[src/source/vdp_timing_pkg.sv]
////////////////////////////////////////
// Raster timing definitions
// Positions, sync flags and pipeline lag
////////////////////////////////////////

`default_nettype none

package vdp_timing_pkg;

  // Column or row of the raster
  typedef logic [8:0] coord_t;

  // Sync flags as produced by the counter
  typedef struct packed {
    logic de;
    logic hs;
    logic vs;
  } sync_t;

  // Cycles from raster position to pixel at the outputs
  localparam int PIPE_LAG = 4;

endpackage

`default_nettype wire

[src/source/video_counter.sv]
////////////////////////////////////////
// Video counter
// Raster position and raw sync flags
////////////////////////////////////////

`timescale 1ns/1ps
`default_nettype none

module video_counter
  import vdp_timing_pkg::*;
#(
  parameter int H_TOTAL      = 260,
  parameter int V_TOTAL      = 263,
  parameter int H_ACTIVE     = 208,
  parameter int V_ACTIVE     = 232,
  parameter int H_SYNC_START = 240,
  parameter int H_SYNC_LEN   = 20,
  parameter int V_SYNC_START = 257,
  parameter int V_SYNC_LEN   = 3
) (
  input  logic   CLK,
  input  logic   reset,
  output coord_t col,
  output coord_t row,
  output sync_t  raw_sync
);

  always_ff @(posedge CLK) begin
    if (reset) begin
      col <= '0;
      row <= '0;
    end else if (col == coord_t'(H_TOTAL - 1)) begin
      col <= '0;
      row <= (row == coord_t'(V_TOTAL - 1)) ? '0 : row + 1'b1; // Frame wrap
    end else begin
      col <= col + 1'b1;
    end
  end

  // Windows straight from the counters
  assign raw_sync.de = (col < H_ACTIVE) && (row < V_ACTIVE);
  assign raw_sync.hs = (col >= H_SYNC_START) && (col < H_SYNC_START + H_SYNC_LEN);
  assign raw_sync.vs = (row >= V_SYNC_START) && (row < V_SYNC_START + V_SYNC_LEN);

  a_col_range: assert property (@(posedge CLK) disable iff (reset) col < H_TOTAL);

endmodule

`default_nettype wire

[config.mk]
export PLATFORM = sky130hd
export DESIGN_NAME = video_counter
export DESIGN_NICKNAME = d
export VERILOG_FILES = /design/src/source/vdp_timing_pkg.sv /design/src/source/video_counter.sv
export SDC_FILE = /design/constraint.sdc
export NUM_CORES = 1
export LEC_CHECK = 0
export BUFFER_PORTS_ARGS = -buffer_cell sky130_fd_sc_hd__buf_2
export CORE_MARGIN = 2
export CORE_UTILIZATION = 40
export DETAILED_ROUTE_END_ITERATION = 12
export PLACE_DENSITY = 0.74
export SYNTH_ARGS = -nofsm -noshare
export SYNTH_HDL_FRONTEND = slang
export SYNTH_SLANG_ARGS = --single-unit
[constraint.sdc]
create_clock -name CLK -period 2.96 [get_ports CLK]
set_clock_uncertainty 0.15 [all_clocks]
set_input_delay 0.444 -clock CLK [delete_from_list [all_inputs] [get_ports CLK]]
set_output_delay 0.444 -clock CLK [all_outputs]
set_load 0.05 [all_outputs]
==> flow_summary_export.csv <==
group,metric,value,unit
logic_synthesis,synth.avg_cell_area,8.508,um2
worst_setup_path,start_kind,"flip-flop",
clock_network,cts_buffers,3,
drt,vias_per_cell,5.369,
clock_network,clock_sinks,18,
grt,antenna_found_initial,0,
worst_setup_path,startpoint,"row[5]",
worst_setup_path,r2r_start,"col[7]",
die,row_count,17,
drt,met1_length,912,um
clock_network,insertion_delay,0.28,ns
final_layout,nets,140,
die,dieHeight,52.37,um
worst_setup_path,cpMaxStageDelayCell,"nor4b_1",
drt,route.met3.wl,130,um
logic_synthesis,netlist_area,935.9,um2
logic_synthesis,synth_edf_count,0,
drt,wl,1.961,mm
clock_network,htreeDepth,1,
status,status,"finished clean",
final_layout,drive_gt1_frac,0.2121,
grt,grt_use_total,0.1532,
worst_setup_path,crit_type,"reg2out",
final_layout,antenna_cells,0,
drt,drt_iter0_drc,18,
logic_synthesis,ys_seq_elements,18,
logic_synthesis,synth_cell_type_count,30,
grt,grt_max_degree,18,
timing,finalSetupViolCount,0,
grt,gr-total-overflow,0,
timing,min_period,2.215,ns
final_layout,final_cell_mix,"buf_2, dfxtp_1, nor2_1",
drt,via_count,859,
worst_setup_path,cp_cell_sequence,"nor4b_1, nand2_1, nor3_1, buf_2",
worst_setup_path,reg2reg_slack,1.01,ns
clock_network,cts-root-buf,"clkbuf_4",
timing,fmax,451.5,MHz
worst_setup_path,worstPathArrival,1.62,ns
drt,drtAntennaViolNets,0,
power,max-vdd-ir-drop,0.2591,mV
power,p_total,394.5,uW
flow_run,drv_cap,0,
die,chipWidth,52.37,um
drt,route.met2.wl,898,um
worst_setup_path,cp_top_family,"simple AND/OR/NAND/NOR gates",
timing,worst_pin_slew,0.3924,ns
die,io_pins,23,
die,core_area,2212,um2
final_layout,fillCellCount,231,
die,dieArea,2743,um2
logic_synthesis,synth-seq-area-share,0.3850,
die,start_util,0.4231,
logic_synthesis,syn-num-nets,116,
placement,place.gp.congestion,0.7876,
clock_network,clk_pin_slew,0.09,ns
placement,place_area,1062,um2
drt,top_layer,"met4",
worst_setup_path,r2r_end,"row[7]",
worst_setup_path,cp_max_fo,7,
clock_network,post_cts_buffers,0,
logic_synthesis,yosysWarnings,0,
timing,final-hold-violation-count,0,
clock_network,ctsResizeCount,0,
timing,slew_violations,0,
placement,port_buffers,22,
clock_network,ctsHoldBuffers,0,
min_path,hold_class,"reg2reg",
drt,drc,0,
drt,drtPass1Iterations,4,
final_layout,fin_area,1085,um2
drt,wl_per_cell,12.26,um
logic_synthesis,async_reset_ff_frac,0,
placement,hpwl,1.422,mm
power,p_leak,0.4204,nW
grt,grt_pass1_vias,698,
logic_synthesis,synth_ff_type,"dfxtp_1",
grt,grt_pass1_wl,3.111,mm
final_layout,mostFrequentLayoutCell,"buf_2",
worst_setup_path,max_stage_delay,0.43,ns
power,p_per_area,363.7,nW/um2
timing,rsz0062_at_grt,"no",
clock_network,cts_tree,"yes",
worst_setup_path,path_buf_inv,1,
worst_setup_path,cp.required,2.37,ns
timing,post-route-period-util,0.7483,
worst_setup_path,cp-end-kind,"output port",
timing,hold_ws,0.3325,ns
worst_setup_path,ff2ff_path_depth,4,
timing,fin_tns_setup,0,ns
logic_synthesis,synthCells,110,
clock_network,clock_path_buffers,2,
final_layout,area_growth,15.91,%
worst_setup_path,cp.depth,4,
timing,slew_headroom,0.7347,
worst_setup_path,crit_end,"raw_sync[0]",
[flip-flops by register name, indices dropped and copies added (netlist names)]
signal	count
col	9
row	9
[final cells by class]
type,count,area (um2),share of cell area
Inverter,6,22.52,0.02076
Tap cell,28,35.03,0.03230
Clock buffer,3,22.52,0.02076
Multi-Input combinational cell,83,534.3,0.4925
Sequential cell,18,360.3,0.3322
Timing Repair Buffer,22,110.1,0.1015
[report_power, final]
group / leakage (nW) / switching (mW) / internal (mW) / total (mW)
Sequential: 0.146 / 0.00435 / 0.245 / 0.250
Clock: 0.0138 / 0.0673 / 0.0472 / 0.114
Combinational: 0.261 / 0.0220 / 0.00824 / 0.0302
Total: 0.420 / 0.0936 / 0.301 / 0.395
[logic make-up after synthesis]
group / count (synthesis) / synth area share
simple gates: 56 / 0.3423
flops: 18 / 0.3850
compound gates: 16 / 0.1096
buf+inv: 9 / 0.04412
xor+xnor: 7 / 0.06551
fa+ha+maj: 4 / 0.05348
[stage by stage]
stage                     utilization  cells  worst slack [ns]
after floorplan                     -    110           0.07191
after global placement         0.4802    157             1.093
after detailed placement       0.4802    157             1.020
after CTS                      0.4904    160            0.7393
after global routing           0.4904    160            0.6138
final                          0.4904    160            0.7451
[Yosys cell counts, drive strengths merged, types with 3 or more instances]
| master | n | share of area |
|---|---|---|
| dfxtp | 18 | 0.39 |
| nor2 | 13 | 0.052 |
| nand2 | 9 | 0.036 |
| a21oi | 6 | 0.032 |
| inv | 6 | 0.024 |
| nand3 | 6 | 0.032 |
| nand2b | 5 | 0.033 |
| ha | 4 | 0.053 |
| xnor2 | 4 | 0.037 |
| nand4 | 3 | 0.027 |
| nor2b | 3 | 0.020 |
| nor3 | 3 | 0.016 |
| o21ai | 3 | 0.016 |
| o31ai | 3 | 0.024 |
| o32ai | 3 | 0.028 |
| or4 | 3 | 0.024 |
| xor2 | 3 | 0.028 |
[worst min-delay path by stage]
stage                start      to  slack [ns]  depth (start not counted)
CTS                  reset  row[1]        0.33                          2
global placement    col[0]  col[0]        0.31                          1
floorplan            reset  row[4]        0.47                          2
global route        col[0]  col[0]        0.35                          1
detailed placement  col[0]  col[0]        0.31                          1
finish              col[0]  col[0]        0.33                          1
[per-layer routing]
layer  GRT usage  vias to the layer above
met5           0                        -
met4     0.08547                        0
met3     0.03714                        4
met2      0.2229                       31
met1      0.2045                      389
li1            -                      435
No activity file was read; power rests on OpenSTA's default activity.
