File: config.mk
export PLATFORM = sky130hd
export DESIGN_NAME = cpu_bus_bridge_flat
export DESIGN_NICKNAME = d
export VERILOG_FILES = /design/src/source/vdp_regs_pkg.sv /design/src/source/bgm_port_if.sv /design/src/source/cpu_bus_bridge.sv /design/src/flat_wrapper.sv
export SDC_FILE = /design/constraint.sdc
export NUM_CORES = 1
export LEC_CHECK = 0
export ABC_CLOCK_PERIOD_IN_PS = 1350
export BUFFER_PORTS_ARGS = -buffer_cell sky130_fd_sc_hd__buf_4
export CAP_MARGIN = 5
export CELL_PAD_IN_SITES_DETAIL_PLACEMENT = 0
export CELL_PAD_IN_SITES_GLOBAL_PLACEMENT = 1
export CORE_UTILIZATION = 23
export DETAILED_ROUTE_END_ITERATION = 16
export PLACE_DENSITY_LB_ADDON = 0.25
export SYNTH_ARGS = -nofsm -noshare
export SYNTH_HDL_FRONTEND = slang
export SYNTH_SLANG_ARGS = --single-unit
File: constraint.sdc
create_clock -name CLK -period 1.35 [get_ports CLK]
set_input_delay 0.2025 -clock CLK [delete_from_list [all_inputs] [get_ports CLK]]
set_output_delay 0.2025 -clock CLK [all_outputs]
set_load 0.02 [all_outputs]
File: src/source/vdp_regs_pkg.sv
////////////////////////////////////////
// CPU register map and color tables
// APB regions, register fields, palette
////////////////////////////////////////

`default_nettype none

package vdp_regs_pkg;

  typedef logic [11:0] apb_addr_t; // Byte address
  typedef logic [3:0]  color_t;    // Palette index
  typedef logic [23:0] rgb_t;      // {R,G,B}

  localparam int BGM_WORDS = 512;
  localparam int CHR_BYTES = 1024;

  // Region bases
  localparam apb_addr_t BGM_BASE = 12'h000;
  localparam apb_addr_t CHR_BASE = 12'h400; // Write-only
  localparam apb_addr_t REG_BASE = 12'h800;

  // Register offsets within REG_BASE
  localparam apb_addr_t REG_CTRL   = 12'd0;
  localparam apb_addr_t REG_COLORS = 12'd1;
  localparam apb_addr_t REG_BORDER = 12'd2;

  // Field positions
  localparam int CTRL_EN_BIT   = 0;
  localparam int COLORS_BG_LSB = 0;
  localparam int COLORS_FG_LSB = 4;
  localparam int BORDER_LSB    = 0;

  // RGB connector levels
  localparam rgb_t PALETTE_RGB [16] = '{
    24'h0000a0, 24'h000000, 24'h0000f5, 24'ha000eb,
    24'h00f500, 24'h96eb96, 24'h00ebeb, 24'h00a000,
    24'hf50000, 24'heba000, 24'heb00eb, 24'heb9696,
    24'hebeb00, 24'ha0a000, 24'h969696, 24'he1e1e1
  };

endpackage

`default_nettype wire

File: src/source/bgm_port_if.sv
////////////////////////////////////////
// BGM requester port
////////////////////////////////////////

`timescale 1ns/1ps
`default_nettype none

interface bgm_port_if;
  logic       req;   // Held until gnt
  logic       we;
  logic [8:0] addr;
  logic [7:0] wdata;
  logic       gnt;
  logic [7:0] rdata; // Valid the cycle after gnt

  modport requester (output req, we, addr, wdata, input gnt, rdata);
  modport arbiter (input req, we, addr, wdata, output gnt, rdata);
endinterface

`default_nettype wire

File: src/source/cpu_bus_bridge.sv
////////////////////////////////////////
// CPU bus bridge
// APB decode, registers, CHR and BGM access
////////////////////////////////////////

`timescale 1ns/1ps
`default_nettype none

module cpu_bus_bridge
  import vdp_regs_pkg::*;
(
  input  logic       CLK,
  input  logic       reset,
  input  apb_addr_t  paddr,
  input  logic       psel,
  input  logic       penable,
  input  logic       pwrite,
  input  logic [7:0] pwdata,
  output logic [7:0] prdata,
  output logic       pready,
  output logic       pslverr,
  bgm_port_if.requester bgm,
  output logic       chr_we,
  output logic [9:0] chr_addr,
  output logic [7:0] chr_wdata,
  output logic       display_en,
  output color_t     fg,
  output color_t     bg,
  output color_t     border
);

  logic      access, sel_bgm, sel_chr, sel_reg, err, gnt_d;
  apb_addr_t bgm_off, chr_off, reg_off;
  logic [7:0] rd_mux;

  ////////////////////////////////////////
  // Address decode

  assign access  = psel & penable;
  assign bgm_off = paddr - BGM_BASE;
  assign chr_off = paddr - CHR_BASE;
  assign reg_off = paddr - REG_BASE;
  assign sel_bgm = bgm_off < BGM_WORDS;
  assign sel_chr = chr_off < CHR_BYTES;
  assign sel_reg = (reg_off == REG_CTRL) || (reg_off == REG_COLORS) || (reg_off == REG_BORDER);
  assign err     = ~(sel_bgm | sel_chr | sel_reg) | (sel_chr & ~pwrite); // CHR is write-only

  // Registers
  always_ff @(posedge CLK) begin
    if (reset) begin
      display_en <= 1'b0;
      fg <= '0;
      bg <= '0;
      border <= '0;
    end else if (access & pwrite & sel_reg) begin
      case (reg_off)
        REG_CTRL:   display_en <= pwdata[CTRL_EN_BIT];
        REG_COLORS: begin
          fg <= pwdata[COLORS_FG_LSB +: 4];
          bg <= pwdata[COLORS_BG_LSB +: 4];
        end
        default:    border <= pwdata[BORDER_LSB +: 4];
      endcase
    end
  end

  always_comb begin
    rd_mux = bgm.rdata;
    if (sel_reg) begin
      case (reg_off)
        REG_CTRL:   rd_mux = 8'(display_en) << CTRL_EN_BIT;
        REG_COLORS: rd_mux = (8'(fg) << COLORS_FG_LSB) | (8'(bg) << COLORS_BG_LSB);
        default:    rd_mux = 8'(border) << BORDER_LSB;
      endcase
    end
  end

  // CHR writes go straight through in the access cycle
  assign chr_we    = access & pwrite & sel_chr;
  assign chr_addr  = chr_off[9:0];
  assign chr_wdata = pwdata;

  ////////////////////////////////////////
  // BGM request and completion

  always_ff @(posedge CLK) begin
    if (reset) gnt_d <= 1'b0;
    else       gnt_d <= bgm.gnt;
  end

  assign bgm.req   = access & sel_bgm & ~gnt_d;
  assign bgm.we    = pwrite;
  assign bgm.addr  = bgm_off[8:0];
  assign bgm.wdata = pwdata;

  assign pready  = access & (~sel_bgm | gnt_d);
  assign pslverr = access & err;
  assign prdata  = (access & ~pwrite & ~err) ? rd_mux : 8'h00;

  a_ready_in_access: assert property (@(posedge CLK) disable iff (reset)
    pready |-> psel && penable);
  a_req_drops: assert property (@(posedge CLK) disable iff (reset) bgm.gnt |=> !bgm.req);

endmodule

`default_nettype wire

File: src/flat_wrapper.sv
// flat-port wrapper written by rule: the top's interface ports become plain ports
module cpu_bus_bridge_flat import vdp_regs_pkg::*;
  (CLK, reset, paddr, psel, penable, pwrite, pwdata, prdata, pready, pslverr, chr_we, chr_addr, chr_wdata, display_en, fg, bg, border, bgm_req, bgm_we, bgm_addr, bgm_wdata, bgm_gnt, bgm_rdata);
  bgm_port_if bgm_i ();
  input  logic CLK;
  input  logic reset;
  input  apb_addr_t paddr;
  input  logic psel;
  input  logic penable;
  input  logic pwrite;
  input  logic [7:0] pwdata;
  output logic [7:0] prdata;
  output logic pready;
  output logic pslverr;
  output logic chr_we;
  output logic [9:0] chr_addr;
  output logic [7:0] chr_wdata;
  output logic display_en;
  output color_t fg;
  output color_t bg;
  output color_t border;
  output wire logic [$bits(bgm_i.req)-1:0] bgm_req;
  output wire logic [$bits(bgm_i.we)-1:0] bgm_we;
  output wire logic [$bits(bgm_i.addr)-1:0] bgm_addr;
  output wire logic [$bits(bgm_i.wdata)-1:0] bgm_wdata;
  input wire logic [$bits(bgm_i.gnt)-1:0] bgm_gnt;
  input wire logic [$bits(bgm_i.rdata)-1:0] bgm_rdata;
  assign bgm_req = bgm_i.req;
  assign bgm_we = bgm_i.we;
  assign bgm_addr = bgm_i.addr;
  assign bgm_wdata = bgm_i.wdata;
  assign bgm_i.gnt = bgm_gnt;
  assign bgm_i.rdata = bgm_rdata;
  cpu_bus_bridge u_core (.CLK(CLK), .reset(reset), .paddr(paddr), .psel(psel), .penable(penable), .pwrite(pwrite), .pwdata(pwdata), .prdata(prdata), .pready(pready), .pslverr(pslverr), .bgm(bgm_i), .chr_we(chr_we), .chr_addr(chr_addr), .chr_wdata(chr_wdata), .display_en(display_en), .fg(fg), .bg(bg), .border(border));
endmodule
==> impl_metrics.py <==
metrics = {
    "global_route": {
        "grt_antenna_before_repair": 0,
        "grt_pass1_wl_um": 5506,
        "grt_use_total_pct": 13.52,
        "grt_pass1_vias": 1228,
        "grt_max_degree": 15,
        "gr-total-overflow": 0,
    },
    "routing": {
        "ant_nets": 0,
        "via_per_inst": 4.320,
        "drtPass1Iterations": 4,
        "wl_per_cell_um": 12.52,
        "wirelength_um": 3755,
        "drt_first_iter_violations": 11,
        "drc_errors": 0,
        "vias": 1296,
    },
    "floorplan": {
        "die_h_um": 72.44,
        "die-area_um2": 5247,
        "io_pins": 95,
        "die_w_um": 72.44,
        "num_rows": 25,
        "core_um2": 4755,
        "start_util_pct": 24.00,
    },
    "cells_and_area": {
        "layout.nets": 268,
        "multiInputGateArea_um2": 696.9,
        "fillers": 466,
        "final_cell_area_um2": 2212,
        "area.sequential_um2": 280.3,
        "fin_cells": 300,
        "antenna_cells": 0,
        "drive_gt1_share_pct": 71.24,
        "area_growth_pct": 93.86,
    },
    "power": {
        "power_density_nw_per_um2": 568.2,
        "power_mw": 1.257,
        "p_leak_nw": 1.143,
        "peakVddDrop_mv": 0.4736,
    },
    "worst_setup_path": {
        "worst_ep_required_time_ns": 1.15,
        "startpoint_type": "input pin",
        "slowest_stage": "nor4b_4",
        "crit_chain": "buf_8 -> nor4b_4 -> buf_4 -> and4_4 -> a22oi_2 -> nor2_2 -> buf_6",
        "max_stage_delay_ns": 0.37,
        "worst-r2r-setup-slack_ns": 0.61,
        "critPathKind": "in2out",
        "crit_fanout": 4,
        "cp-end-kind": "output port",
        "arrival_ns": 1.50,
    },
    "clock_network": {
        "clk_latency_ns": 0.24,
        "htree_levels": 1,
        "cts-buffers-inserted": 3,
        "ctsLongestPathBuffers": 2,
        "cts.clk_slew.worst_paths_ns": 0.06,
        "cts_sinks": 14,
        "cts_hold_buf": 0,
        "cts_root_buf": "clkbuf_8",
        "cts_tree": "yes",
    },
    "min_path": {
        "hp-class": "in2reg",
    },
    "timing": {
        "timing.fmax_mhz": 588.6,
        "setup_viol": 11,
        "min_period_ns": 1.699,
        "period_share_pct": 125.9,
        "max_slew.worst_pin.slew_ns": 0.4116,
        "rsz0062_at_grt": "yes",
        "hold_violations": 0,
        "layout_setup_ws_ns": -0.3490,
        "finalSetupTns_ns": -2.972,
        "finalMaxSlewViolations": 0,
        "fin_skew_ns": 0,
        "relSlewSlack_pct": 72.46,
    },
    "synthesis": {
        "synth_area_um2": 1141,
        "ys_ff_latch": 14,
        "synthTopCellsByArea": "dfxtp_1 (25%), buf_4 (24%), mux2i_1 (12%), nor2_1 (7.2%), a22oi_1 (2.6%)",
        "netlist.area_leader.share_pct": 24.56,
        "synthArstFlopShare_pct": 0,
        "synth_cell_types": 29,
        "syn_inst": 134,
        "synth_most_common_cell": "buf_4",
        "synthTopCellsByCount": "buf_4 (37), nor2_1 (22), dfxtp_1 (14), mux2i_1 (14), nor3_1 (5)",
        "synth_edf_count": 0,
        "syn_nets": 168,
        "yosysTopAreaCell": "dfxtp_1",
        "yosys_warnings": 0,
        "synth_ff_type": "dfxtp_1",
        "yosysSeqAreaShare_pct": 24.56,
        "avgSynthCellArea_um2": 8.516,
    },
    "placed_design": {
        "gp_congestion": 0.7592,
        "portBuffers": 94,
        "hpwlAfterDp_um": 3044,
        "place_inst": 293,
        "placed_area_um2": 1974,
        "place_ws_ns": -0.4555,
    },
    "job": {
        "cap_viol_max_count": 0,
    },
    "run_status": {
        "violations": "negative setup slack",
        "status": "finished, violations left",
    },
}
-- power by group --
| group | internal, mW | total [mW] | switching, mW |
|---|---|---|---|
| registers | 0.415 | 0.415 | 0.000485 |
| logic | 0.228 | 0.440 | 0.212 |
| clock network | 0.258 | 0.402 | 0.144 |
| total | 0.901 | 1.26 | 0.356 |
-- cell families (layout without fill, tap and decap cells) --
family                 count (synthesis)  after routing  share of synthesized area [%]
DFF                                   14             14                          24.56
and+or+nand+nor                       52             52                          27.52
AOI/OAI and AO/OA                     13             13                          9.321
buffers and inverters                 41            140                          26.32
muxes                                 14             14                          12.28
-- final timing paths --
kind	cells past startpoint	to	start
max	7	prdata[5]	paddr[9]
min	2	u_core.gnt_d$_SDFF_PP0_	bgm_gnt
max reg2reg	3	u_core.display_en$_SDFFE_PP0P_	u_core.display_en$_SDFFE_PP0P_
min reg2reg	2	u_core.fg[0]$_SDFFE_PP0P_	u_core.fg[0]$_SDFFE_PP0P_
-- area by class of cell --
cell class              instances  area share [%]
repair buffers                134           49.21
inverters                       2          0.3394
flip-flops and latches         14           12.67
clock buffers                   4           2.489
multi-input cells              79           31.50
well taps                      67           3.790
-- stage by stage --
stage / hold WS, ns / util [%]
final: 0.1689 / 46.53
after global routing: 0.1955 / 46.53
after CTS: 0.1653 / 44.92
after detailed placement: 0.4234 / 41.53
after global placement: 0.4192 / 41.53
after floorplan: 0.2741 / -
-- timing repair --
action	in CTS	in global routing
setup buffers	0	3
cloned	0	0
pin swaps	10	13
endpoints found under the setup margin	11	11
gates resized for setup	27	12
-- sequential cells by signal (all words and copies together) (netlist names) --
signal             flops
u_core.fg              4
u_core.gnt_d           1
u_core.border          4
u_core.display_en      1
u_core.bg              4
-- worst max-delay path, delay by kind of cell --
kind	cells	cell delay [ns]
AO/OA/AOI/OAI	1	0.07
buffers and inverters	3	0.43
AND/OR/NAND/NOR	3	0.79
-- layout by cell type (no fill, tap or decap), types with 2 or more instances in the layout --
cell type and count:
nor3_4 3, nor3_1 2, nor2b_1 2, a311oi_1 2, nor4b_1 2, clkbuf_8 4, inv_1 2, a22oi_2 4
nor2_4 2, mux2i_1 14, nor2_1 16, buf_8 2, buf_6 18, and2b_1 3, a21oi_1 3, dfxtp_1 14
buf_4 114, nand4_1 2, nor2_2 4
-- layer usage --
metal | GRT usage (%) | up-vias | share of wire, %
met3 | 2.639 | 6 | 6.8
met4 | 4.793 | 0 | 1.5
li1 | - | 633 | -
met5 | 0 | - | 0
met1 | 15.88 | 599 | 40
met2 | 24.30 | 58 | 52
Power figures use the tool's default switching activity.
